==> src/dbus_pkg.sv <==
// Shared definitions for the multi-port DBus arbiter.
// Holds the port count, payload widths, synchronizer depth and the
// transaction state encoding used by the core.
`default_nettype none

package dbus_pkg;

    // ------------------------------------------------------------------------
    // sizes
    // ------------------------------------------------------------------------

    // number of DTM ports sharing the one DM
    localparam int NUM_DTM = 3;
    // width of a DTM port index
    localparam int DTM_IDX_W = 2;

    // request payload: address, data and op
    localparam int DBUS_REQ_BITS = 41;
    // response payload: data and status
    localparam int DBUS_RSP_BITS = 36;

    // flops on every incoming handshake signal
    localparam int SYNC_STAGES = 2;

    // ------------------------------------------------------------------------
    // types
    // ------------------------------------------------------------------------

    typedef logic [DBUS_REQ_BITS-1:0] dbus_req_t;
    typedef logic [DBUS_RSP_BITS-1:0] dbus_rsp_t;
    typedef logic [DTM_IDX_W-1:0]     dtm_idx_t;

    // transaction tracking
    // a request is followed by exactly one response before the next grant
    typedef enum logic {
        // open for a new request from any port
        Q_REQ = 1'b0,
        // transaction outstanding, waiting for the DM response
        Q_RSP = 1'b1
    } trans_state_t;

endpackage : dbus_pkg

`default_nettype wire
==> src/dbus_port_if.sv <==
// Link between one DTM port and the arbitration core and DM port.
// One instance per DTM; the core and the DM port see the whole array.
`timescale 1ns/1ps
`default_nettype none

interface dbus_port_if;
    import dbus_pkg::*;

    // request waiting for a grant (synchronized req or pending flag)
    logic      req_pend;
    // request payload straight from the DTM
    dbus_req_t req_bits;
    // strobe, this port's request is accepted
    logic      grant;
    // strobe, the response being captured belongs to this port
    logic      rsp_start;
    // strobe, synchronized response ack of this port fell
    logic      rsp_done;
    // strobe, DM request ack fell, request handed over
    logic      req_taken;

    // DTM side
    modport dtm_mp (
        output req_pend, req_bits, rsp_done,
        input  grant, rsp_start, req_taken
    );

    // arbitration core
    modport core_mp (
        input  req_pend, rsp_done,
        output grant, rsp_start
    );

    // DM side, takes the granted payload
    modport dm_mp (
        input  req_bits, grant,
        output req_taken
    );

endinterface : dbus_port_if

`default_nettype wire

==> src/dbus_arbiter.sv <==
// Top level of the DBus arbiter: NUM_DTM debug transport modules share
// one debug module over four-phase req/ack links.
// All handshake inputs are synchronized, so each side may use its own clock.
`timescale 1ns/1ps
`default_nettype none

module dbus_arbiter (
    input  logic                         clk,
    input  logic                         rst_n,
    // DTM links, one entry per port
    input  logic [dbus_pkg::NUM_DTM-1:0] dtm_req_req_i,
    output logic [dbus_pkg::NUM_DTM-1:0] dtm_req_ack_o,
    input  dbus_pkg::dbus_req_t          dtm_req_bits_i [dbus_pkg::NUM_DTM],
    output logic [dbus_pkg::NUM_DTM-1:0] dtm_rsp_req_o,
    input  logic [dbus_pkg::NUM_DTM-1:0] dtm_rsp_ack_i,
    output dbus_pkg::dbus_rsp_t          dtm_rsp_bits_o [dbus_pkg::NUM_DTM],
    // DM link
    output logic                         dm_req_req_o,
    input  logic                         dm_req_ack_i,
    output dbus_pkg::dbus_req_t          dm_req_bits_o,
    input  logic                         dm_rsp_req_i,
    output logic                         dm_rsp_ack_o,
    input  dbus_pkg::dbus_rsp_t          dm_rsp_bits_i
);
    import dbus_pkg::*;

    dbus_port_if port_if [NUM_DTM] ();

    logic      dm_rsp_valid;
    logic      dm_rsp_fall;
    logic      rsp_accept;
    logic      rsp_done_sel;
    dtm_idx_t  grant_idx;
    // captured DM response, fanned out to all DTM ports
    dbus_rsp_t rsp_bits;

    // identical DTM side ports
    for (genvar g = 0; g < NUM_DTM; g++) begin : g_dtm
        dbus_dtm_port dtm_port_i (
            .clk            (clk),
            .rst_n          (rst_n),
            .dtm_req_req_i  (dtm_req_req_i[g]),
            .dtm_req_ack_o  (dtm_req_ack_o[g]),
            .dtm_req_bits_i (dtm_req_bits_i[g]),
            .dtm_rsp_req_o  (dtm_rsp_req_o[g]),
            .dtm_rsp_ack_i  (dtm_rsp_ack_i[g]),
            .dtm_rsp_bits_o (dtm_rsp_bits_o[g]),
            .rsp_bits_i     (rsp_bits),
            .port_o         (port_if[g])
        );
    end

    dbus_arb_core core_i (
        .clk            (clk),
        .rst_n          (rst_n),
        .ports_o        (port_if),
        .dm_rsp_valid_i (dm_rsp_valid),
        .dm_rsp_fall_i  (dm_rsp_fall),
        .rsp_accept_o   (rsp_accept),
        .grant_idx_o    (grant_idx),
        .rsp_done_sel_o (rsp_done_sel)
    );

    dbus_dm_port dm_port_i (
        .clk            (clk),
        .rst_n          (rst_n),
        .ports_i        (port_if),
        .grant_idx_i    (grant_idx),
        .rsp_accept_i   (rsp_accept),
        .rsp_done_sel_i (rsp_done_sel),
        .dm_rsp_valid_o (dm_rsp_valid),
        .dm_rsp_fall_o  (dm_rsp_fall),
        .rsp_bits_o     (rsp_bits),
        .dm_req_req_o   (dm_req_req_o),
        .dm_req_ack_i   (dm_req_ack_i),
        .dm_req_bits_o  (dm_req_bits_o),
        .dm_rsp_req_i   (dm_rsp_req_i),
        .dm_rsp_ack_o   (dm_rsp_ack_o),
        .dm_rsp_bits_i  (dm_rsp_bits_i)
    );

endmodule : dbus_arbiter

`default_nettype wire

==> src/dbus_dm_port.sv <==
// DM-facing port of the DBus arbiter.
// Registers the granted request and drives the DM request channel, then
// captures the DM response and holds its ack until the DTM side is done.
`timescale 1ns/1ps
`default_nettype none

module dbus_dm_port (
    input  logic                clk,
    input  logic                rst_n,
    dbus_port_if.dm_mp          ports_i [dbus_pkg::NUM_DTM],
    // from the core
    input  dbus_pkg::dtm_idx_t  grant_idx_i,
    input  logic                rsp_accept_i,
    input  logic                rsp_done_sel_i,
    // to the core and the DTM ports
    output logic                dm_rsp_valid_o,
    output logic                dm_rsp_fall_o,
    output dbus_pkg::dbus_rsp_t rsp_bits_o,
    // DM request channel
    output logic                dm_req_req_o,
    input  logic                dm_req_ack_i,
    output dbus_pkg::dbus_req_t dm_req_bits_o,
    // DM response channel
    input  logic                dm_rsp_req_i,
    output logic                dm_rsp_ack_o,
    input  dbus_pkg::dbus_rsp_t dm_rsp_bits_i
);
    import dbus_pkg::*;

    dbus_req_t          bits_arr [NUM_DTM];
    logic [NUM_DTM-1:0] grant_vec;
    logic               grant_any;
    // port whose request sits in the DM request register
    dtm_idx_t           owner_q;

    logic [SYNC_STAGES-1:0] ack_sync_q;
    logic [SYNC_STAGES-1:0] rsp_sync_q;
    logic                   ack_sync;
    logic                   ack_d;
    logic                   ack_fall;
    // holds the DM response req up until the DTM response is done
    logic                   rsp_pend_q;
    logic                   rsp_int;
    logic                   rsp_int_d;

    for (genvar i = 0; i < NUM_DTM; i++) begin : g_port
        assign bits_arr[i]          = ports_i[i].req_bits;
        assign grant_vec[i]         = ports_i[i].grant;
        assign ports_i[i].req_taken = ack_fall && (owner_q == dtm_idx_t'(i));
    end

    assign grant_any = |grant_vec;

    always_ff @(posedge clk or negedge rst_n) begin
        if (!rst_n) begin
            ack_sync_q <= '0;
            rsp_sync_q <= '0;
            ack_d      <= 1'b0;
            rsp_int_d  <= 1'b0;
        end else begin
            ack_sync_q <= {ack_sync_q[SYNC_STAGES-2:0], dm_req_ack_i};
            rsp_sync_q <= {rsp_sync_q[SYNC_STAGES-2:0], dm_rsp_req_i};
            ack_d      <= ack_sync;
            rsp_int_d  <= rsp_int;
        end
    end

    assign ack_sync = ack_sync_q[SYNC_STAGES-1];
    assign ack_fall = ack_d & ~ack_sync;

    // ------------------------------------------------------------------------
    // request path
    // ------------------------------------------------------------------------

    // payload captured in the grant cycle
    always_ff @(posedge clk) begin
        if (grant_any) begin
            dm_req_bits_o <= bits_arr[grant_idx_i];
        end
    end

    // req rises the cycle after the grant, drops on the synchronized ack
    always_ff @(posedge clk or negedge rst_n) begin
        if (!rst_n) begin
            owner_q      <= '0;
            dm_req_req_o <= 1'b0;
        end else if (grant_any) begin
            owner_q      <= grant_idx_i;
            dm_req_req_o <= 1'b1;
        end else if (dm_req_req_o && ack_sync) begin
            dm_req_req_o <= 1'b0;
        end
    end

    // ------------------------------------------------------------------------
    // response path
    // ------------------------------------------------------------------------

    assign rsp_int        = rsp_sync_q[SYNC_STAGES-1] | rsp_pend_q;
    assign dm_rsp_valid_o = rsp_int & ~dm_rsp_ack_o;
    assign dm_rsp_fall_o  = rsp_int_d & ~rsp_int;

    // shared response register, read by every DTM port
    always_ff @(posedge clk) begin
        if (rsp_accept_i) begin
            rsp_bits_o <= dm_rsp_bits_i;
        end
    end

    always_ff @(posedge clk or negedge rst_n) begin
        if (!rst_n) begin
            dm_rsp_ack_o <= 1'b0;
            rsp_pend_q   <= 1'b0;
        end else begin
            if (rsp_accept_i) begin
                dm_rsp_ack_o <= 1'b1;
            end else if (dm_rsp_fall_o) begin
                dm_rsp_ack_o <= 1'b0;
            end
            if (rsp_accept_i) begin
                rsp_pend_q <= 1'b1;
            end else if (rsp_done_sel_i) begin
                rsp_pend_q <= 1'b0;
            end
        end
    end

    // a new grant only once the previous DM request and response are closed
    a_grant_when_idle: assert property (
        @(posedge clk) disable iff (!rst_n) grant_any |-> !dm_req_req_o && !dm_rsp_ack_o
    );

endmodule : dbus_dm_port

`default_nettype wire

==> src/dbus_arb_core.sv <==
// Arbitration core of the DBus arbiter.
// Grants one pending DTM port at a time in rotating order and tracks the
// request/response transaction until the DM response has been handed back.
`timescale 1ns/1ps
`default_nettype none

module dbus_arb_core (
    input  logic               clk,
    input  logic               rst_n,
    dbus_port_if.core_mp       ports_o [dbus_pkg::NUM_DTM],
    // DM response status from the DM port
    input  logic               dm_rsp_valid_i,
    input  logic               dm_rsp_fall_i,
    // to the DM port
    output logic               rsp_accept_o,
    output dbus_pkg::dtm_idx_t grant_idx_o,
    output logic               rsp_done_sel_o
);
    import dbus_pkg::*;

    logic [NUM_DTM-1:0] pend_vec;
    logic [NUM_DTM-1:0] done_vec;
    logic [NUM_DTM-1:0] grant_vec;
    logic [NUM_DTM-1:0] start_vec;

    trans_state_t state_q;
    trans_state_t state_d;
    // port served last, search starts right after it
    dtm_idx_t     last_q;
    dtm_idx_t     pick;
    logic         found;
    logic         grant_any;

    // flatten the interface array into vectors
    for (genvar i = 0; i < NUM_DTM; i++) begin : g_port
        assign pend_vec[i]         = ports_o[i].req_pend;
        assign done_vec[i]         = ports_o[i].rsp_done;
        assign ports_o[i].grant     = grant_vec[i];
        assign ports_o[i].rsp_start = start_vec[i];
    end

    // ------------------------------------------------------------------------
    // rotating priority
    // ------------------------------------------------------------------------

    // first pending port from last+1, wrapping around
    always_comb begin : p_pick
        int cand;
        found = 1'b0;
        pick  = last_q;
        for (int off = 1; off <= NUM_DTM; off++) begin
            cand = (int'(last_q) + off) % NUM_DTM;
            if (!found && pend_vec[cand]) begin
                found = 1'b1;
                pick  = dtm_idx_t'(cand);
            end
        end
    end

    // grants only while no transaction is outstanding
    assign grant_any   = (state_q == Q_REQ) & found;
    assign grant_idx_o = pick;

    always_comb begin : p_strobes
        for (int i = 0; i < NUM_DTM; i++) begin
            grant_vec[i] = grant_any && (pick == dtm_idx_t'(i));
            start_vec[i] = rsp_accept_o && (last_q == dtm_idx_t'(i));
        end
    end

    always_ff @(posedge clk or negedge rst_n) begin
        if (!rst_n) begin
            last_q <= dtm_idx_t'(NUM_DTM - 1);
        end else if (grant_any) begin
            last_q <= pick;
        end
    end

    // ------------------------------------------------------------------------
    // transaction FSM
    // ------------------------------------------------------------------------

    always_comb begin : p_next
        state_d = state_q;
        case (state_q)
            Q_REQ: if (grant_any) state_d = Q_RSP;
            Q_RSP: if (dm_rsp_fall_i) state_d = Q_REQ;
            default: state_d = Q_REQ;
        endcase
    end

    always_ff @(posedge clk or negedge rst_n) begin
        if (!rst_n) begin
            state_q <= Q_REQ;
        end else begin
            state_q <= state_d;
        end
    end

    // response goes back to the port that was granted last
    assign rsp_accept_o   = (state_q == Q_RSP) & dm_rsp_valid_i;
    assign rsp_done_sel_o = done_vec[last_q];

    a_one_grant: assert property (
        @(posedge clk) disable iff (!rst_n) $onehot0(grant_vec)
    );
    a_no_grant_in_rsp: assert property (
        @(posedge clk) disable iff (!rst_n) (state_q == Q_RSP) |-> (grant_vec == '0)
    );

endmodule : dbus_arb_core

`default_nettype wire

==> src/dbus_dtm_port.sv <==
// One DTM-facing port of the DBus arbiter.
// Synchronizes the DTM request and response ack, holds the request ack
// until the DM side has taken the request, and drives the DTM response req.
`timescale 1ns/1ps
`default_nettype none

module dbus_dtm_port (
    input  logic                clk,
    input  logic                rst_n,
    // DTM request channel
    input  logic                dtm_req_req_i,
    output logic                dtm_req_ack_o,
    input  dbus_pkg::dbus_req_t dtm_req_bits_i,
    // DTM response channel
    output logic                dtm_rsp_req_o,
    input  logic                dtm_rsp_ack_i,
    output dbus_pkg::dbus_rsp_t dtm_rsp_bits_o,
    // shared response payload from the DM port
    input  dbus_pkg::dbus_rsp_t rsp_bits_i,
    dbus_port_if.dtm_mp         port_o
);
    import dbus_pkg::*;

    // synchronizer chains, last stage is the usable one
    logic [SYNC_STAGES-1:0] req_sync_q;
    logic [SYNC_STAGES-1:0] rsp_ack_sync_q;
    logic                   req_sync;
    logic                   rsp_ack_sync;

    // keeps the internal request up until the DM has taken it
    logic req_pend_q;
    // internal request and its delayed copy for fall detection
    logic req_int;
    logic req_int_d;
    logic req_fall;
    logic rsp_ack_d;

    // ------------------------------------------------------------------------
    // request channel
    // ------------------------------------------------------------------------

    always_ff @(posedge clk or negedge rst_n) begin
        if (!rst_n) begin
            req_sync_q     <= '0;
            rsp_ack_sync_q <= '0;
        end else begin
            req_sync_q     <= {req_sync_q[SYNC_STAGES-2:0], dtm_req_req_i};
            rsp_ack_sync_q <= {rsp_ack_sync_q[SYNC_STAGES-2:0], dtm_rsp_ack_i};
        end
    end

    assign req_sync     = req_sync_q[SYNC_STAGES-1];
    assign rsp_ack_sync = rsp_ack_sync_q[SYNC_STAGES-1];

    // DTM request ORed with the pending flag
    assign req_int  = req_sync | req_pend_q;
    assign req_fall = req_int_d & ~req_int;

    // masked by ack so a request still held up is not granted twice
    assign port_o.req_pend = req_int & ~dtm_req_ack_o;
    assign port_o.req_bits = dtm_req_bits_i;

    // ack rises on grant, falls once both the DTM req and the pending flag
    // have gone, i.e. after the DM request handshake finished
    always_ff @(posedge clk or negedge rst_n) begin
        if (!rst_n) begin
            dtm_req_ack_o <= 1'b0;
        end else if (port_o.grant) begin
            dtm_req_ack_o <= 1'b1;
        end else if (req_fall) begin
            dtm_req_ack_o <= 1'b0;
        end
    end

    always_ff @(posedge clk or negedge rst_n) begin
        if (!rst_n) begin
            req_pend_q <= 1'b0;
        end else if (port_o.grant) begin
            req_pend_q <= 1'b1;
        end else if (port_o.req_taken) begin
            req_pend_q <= 1'b0;
        end
    end

    // ------------------------------------------------------------------------
    // response channel
    // ------------------------------------------------------------------------

    // response req set by the core, cleared by the synchronized ack
    always_ff @(posedge clk or negedge rst_n) begin
        if (!rst_n) begin
            dtm_rsp_req_o <= 1'b0;
        end else if (port_o.rsp_start) begin
            dtm_rsp_req_o <= 1'b1;
        end else if (dtm_rsp_req_o && rsp_ack_sync) begin
            dtm_rsp_req_o <= 1'b0;
        end
    end

    // delayed copies for edge detection
    always_ff @(posedge clk or negedge rst_n) begin
        if (!rst_n) begin
            req_int_d <= 1'b0;
            rsp_ack_d <= 1'b0;
        end else begin
            req_int_d <= req_int;
            rsp_ack_d <= rsp_ack_sync;
        end
    end

    // ack fall ends the DTM response handshake
    assign port_o.rsp_done = rsp_ack_d & ~rsp_ack_sync;

    // payload register lives in the DM port and is shared by all ports
    assign dtm_rsp_bits_o = rsp_bits_i;

    // the core must never grant a port still in the middle of a handshake
    a_no_grant_while_ack: assert property (
        @(posedge clk) disable iff (!rst_n) port_o.grant |-> !dtm_req_ack_o
    );

endmodule : dbus_dtm_port

`default_nettype wire

==> config.mk <==
export PLATFORM = sky130hd
export DESIGN_NAME = dbus_arbiter
export DESIGN_NICKNAME = d
export VERILOG_FILES = /design/src/dbus_pkg.sv /design/src/dbus_port_if.sv /design/src/dbus_arbiter.sv /design/src/dbus_dm_port.sv /design/src/dbus_arb_core.sv /design/src/dbus_dtm_port.sv
export SDC_FILE = /design/constraint.sdc
export NUM_CORES = 1
export LEC_CHECK = 0
export BUFFER_PORTS_ARGS = -buffer_cell sky130_fd_sc_hd__buf_4
export CAP_MARGIN = 15
export CORE_AREA = 4 4 124 126
export CTS_CLUSTER_DIAMETER = 40
export DETAILED_ROUTE_END_ITERATION = 16
export DIE_AREA = 0 0 128 130
export PLACE_DENSITY_LB_ADDON = 0.05
export SLEW_MARGIN = 20
export SYNTH_ARGS = -nofsm -noshare
export SYNTH_HDL_FRONTEND = slang
export SYNTH_SLANG_ARGS = --single-unit
==> constraint.sdc <==
create_clock -name clk -period 4 [get_ports clk]
set_input_delay 0.4 -clock clk [delete_from_list [all_inputs] [get_ports clk]]
set_output_delay 0.4 -clock clk [all_outputs]
set_load 0.05 [all_outputs]
==> flow_summary.toml <==
[yosys]
mappedNetlistArea_mm2 = 0.00545
synth.ff_latch_count = 118
synth_adder_area_share_pct = 0.689
synth_simple_gate_area_share_pct = 4.20
synth_nets = 567
asr_flop_ratio_synth_pct = 34.7
synth.distinct_cells = 45
multiplexer_area_fraction_after_synthesis_pct = 7.54
synth-main-ff-cell = "sky130_fd_sc_hd__edfxtp_1"
yosysSeqAreaShare_pct = 61.3
synth-xor-area-share_pct = 0
synth_enable_flop_cells = 77
synthesis.area_per_instance_um2 = 13.8
synth_compound_gate_area_share_pct = 11.4
combinational_family_with_the_most_area_after_synthesis = "buffers and inverters"
yosysWarningCount = 0
postSynthCellCount = 395

[route]
avgViaCountPerCell = 4.76
detail_route.drc_violations = 0
wl_per_instance_um = 19.7
detail-route-antenna-nets = 0
drt-initial-drc-count = 191
dr_total_vias = 4018
finalWirelength_mm = 16.6
detail_route.first_pass.iterations = 4

[global_routing]
wire_length_of_the_first_global_routing_pass_mm = 23.4
grt_remaining_overflow = 0
grt_antenna_before_repair = 0
grt_use_total_pct = 19.1
grt_pass1_vias = 4090
largest_net_degree_at_the_start_of_global_routing = 46

[clock_network]
clock_tree.htree_level_count = 4
post_cts_resize_count = 0
postCtsSetupBuffers = 0
clock_pin_slew_on_the_worst_setup_and_hold_paths_ns = 0.05
worst_skew_pair.late_latency_ns = 0.42
tritoncts = "built"
clock_tree.root_cell = "sky130_fd_sc_hd__clkbuf_16"
cts_sinks = 118
clk_path_buf_depth = 2
postCtsHoldBufs = 1
cts_made_buffers = 17

[setup_path]
crit_path_max_fanout = 41
critPathRequiredTime_ns = 4.26
setup.worst_path.start_class = "flip-flop"
end_kind = "flip-flop"
worst-setup-path-type = "flip-flop to flip-flop"
critPathArrivalTime_ns = 3.50

[floorplanning]
chipHeight_um = 130
die_extent_in_x_um = 128
core_area_mm2 = 0.0143
die_area_mm2 = 0.0166
std_cell_rows = 44
floorplan.initialDensity_pct = 38.0
design.portCount = 326

[power]
p_total_mw = 8.57
power_per_cell_area_mw_per_mm2 = 1070
p_leak_nw = 3.61
power.ir.vdd_worst_mv = 0.850

[placement]
gp_routability_congestion = 0.780
io_port_bufs = 325
post_place_worst_slack_ns = 0.750
dpl_hpwl_mm = 13.0

[flow_run]
timing.max_cap.violations = 0

[outcome]
status = "finished clean"

[sta]
timing_worst_slew_pin_value_ns = 1.04
final_period_minus_worst_setup_slack_ns = 3.24
fmax_mhz = 309
totalNegativeSetupSlack_ns = 0
maxSlewViolCount = 0
period_utilization_post_route_pct = 81.0
timing.max_slew.rel_slack_pct = 30.4
finalSetupViolations = 0
skew_ns = 0.0115
rsz0062_at_grt = "no"
report.final.hold_viol_count = 0
layout_setup_ws_ns = 0.759

[worst_hold_path]
hold_class = "input pin to flip-flop"

[final_layout]
layout-area-overhead-vs-synth_pct = 46.6
n_antenna_cell = 0
post_route_cells_drive_above_1_share_pct = 55.5
layout.nets = 819
==> routing by layer <==
layer	vias up	wire (µm)	global-route usage (%)
li1	1877	-	-
met1	1892	5930	21.1
met2	230	8870	33.6
met3	19	1570	7.00
met4	0	263	7.62
met5	-	0	0
==> layout make-up <==
class	instances	area [µm²]
Clock buffer	24	504
Sequential cell	118	3340
Fill cell	1218	6330
Timing Repair Buffer	329	2480
Clock inverter	8	43.8
Tap cell	184	230
Inverter	15	56.3
Multi-Input combinational cell	166	1320
==> logic make-up (layout without fill, tap and decap cells) <==
family          after synthesis  after routing
compound gates               78             78
fa+ha+maj                     3              3
buf+inv                     111            376
flops                       118            118
mux                          41             41
simple gates                 44             44
==> cell usage after synthesis (3+ instances only) <==
library cell | n | area, µm²
sky130_fd_sc_hd__a21o_1 | 4 | 30.0
sky130_fd_sc_hd__a21oi_1 | 6 | 30.0
sky130_fd_sc_hd__buf_4 | 79 | 593
sky130_fd_sc_hd__buf_6 | 8 | 90.1
sky130_fd_sc_hd__buf_8 | 3 | 45.0
sky130_fd_sc_hd__clkbuf_1 | 4 | 15.0
sky130_fd_sc_hd__dfrtp_1 | 40 | 1000
sky130_fd_sc_hd__edfxtp_1 | 77 | 2310
sky130_fd_sc_hd__ha_1 | 3 | 37.5
sky130_fd_sc_hd__inv_1 | 15 | 56.3
sky130_fd_sc_hd__mux2i_1 | 41 | 410
sky130_fd_sc_hd__nand2_1 | 16 | 60.1
sky130_fd_sc_hd__nor2_1 | 10 | 37.5
sky130_fd_sc_hd__o21ai_0 | 7 | 35.0
sky130_fd_sc_hd__o21bai_1 | 3 | 22.5
sky130_fd_sc_hd__o2bb2ai_1 | 41 | 359
sky130_fd_sc_hd__o32ai_1 | 3 | 26.3
==> worst max-delay path, cell delays in order, from the launching register on <==
cell	delay, ns
sky130_fd_sc_hd__dfstp_2	0.56
sky130_fd_sc_hd__inv_1	0.08
sky130_fd_sc_hd__ha_1	0.43
sky130_fd_sc_hd__or2_1	0.17
sky130_fd_sc_hd__o32ai_1	0.10
sky130_fd_sc_hd__nor4_1	0.53
sky130_fd_sc_hd__o32ai_4	0.17
sky130_fd_sc_hd__nor2b_4	0.82
sky130_fd_sc_hd__o2bb2ai_1	0.19
==> state kept, by name, summed over array words and instances (netlist names) <==
signal and count:
dm_port_i.rsp_bits_o 36, g_dtm.dtm_port_i.rsp_ack_sync_q 6, core_i.state_q 1, g_dtm.dtm_port_i.req_sync_q 6
g_dtm.dtm_port_i.dtm_req_ack_o 3, dm_port_i.ack_sync_q 2, dm_port_i.ack_d 1, dm_port_i.rsp_pend_q 1
dm_port_i.rsp_int_d 1, dm_port_i.dm_req_bits_o 41, g_dtm.dtm_port_i.req_int_d 3, g_dtm.dtm_port_i.req_pend_q 3
dm_port_i.dm_rsp_ack_o 1, dm_port_i.owner_q 2, dm_port_i.rsp_sync_q 2, dm_port_i.dm_req_req_o 1
g_dtm.dtm_port_i.dtm_rsp_req_o 3, g_dtm.dtm_port_i.rsp_ack_d 3, core_i.last_q 2
==> through the flow <==
step	instance area [µm²]	instances	hold slack [ns]	util, %
after global routing	7980	844	0.0651	55.8
after floorplan	5450	395	0.104	-
final	7980	844	0.0912	55.8
after detailed placement	7420	811	0.336	51.9
after global placement	7420	811	0.333	51.9
after CTS	7980	844	0.0716	55.8
==> worst paths after layout <==
kind	startpoint	slack (ns)	cells past startpoint	to
max	core_i.last_q[1]$_DFFE_PN1P_	0.76	8	dm_port_i.dm_req_bits_o[22]$_DFFE_PP_
min	dm_rsp_req_i	0.09	1	dm_port_i.rsp_sync_q[0]$_DFF_PN0_
min reg2reg	g_dtm[0].dtm_port_i.req_sync_q[0]$_DFF_PN0_	0.35	0	g_dtm[0].dtm_port_i.req_sync_q[1]$_DFF_PN0_
max reg2reg	core_i.last_q[1]$_DFFE_PN1P_	0.76	8	dm_port_i.dm_req_bits_o[22]$_DFFE_PP_
max in group asynchronous	rst_n	3.12	2	core_i.last_q[1]$_DFFE_PN1P_
min in group asynchronous	rst_n	0.51	2	g_dtm[1].dtm_port_i.req_sync_q[0]$_DFF_PN0_
==> power breakdown <==
part | switching [mW] | leakage (nW) | internal (mW)
registers | 0.195 | 1.20 | 2.03
clock network | 0.511 | 0.279 | 0.875
logic | 3.31 | 2.14 | 1.66
==> cell usage in the layout (no fill, tap or decap), drive strengths merged, types with 2 or more instances in the layout <==
master,count
o2bb2ai,41
dfrtp,40
ha,3
buf,328
edfxtp,77
nor2,10
o21ai,7
mux2i,41
clkinv,5
o211ai,2
a211oi,2
o32ai,3
nand2,16
nor2b,3
nand2b,3
o21bai,4
a21oi,6
clkbuf,24
inv,18
or2,3
nand4,2
a21o,4
No activity file was read; power rests on OpenSTA's default activity.
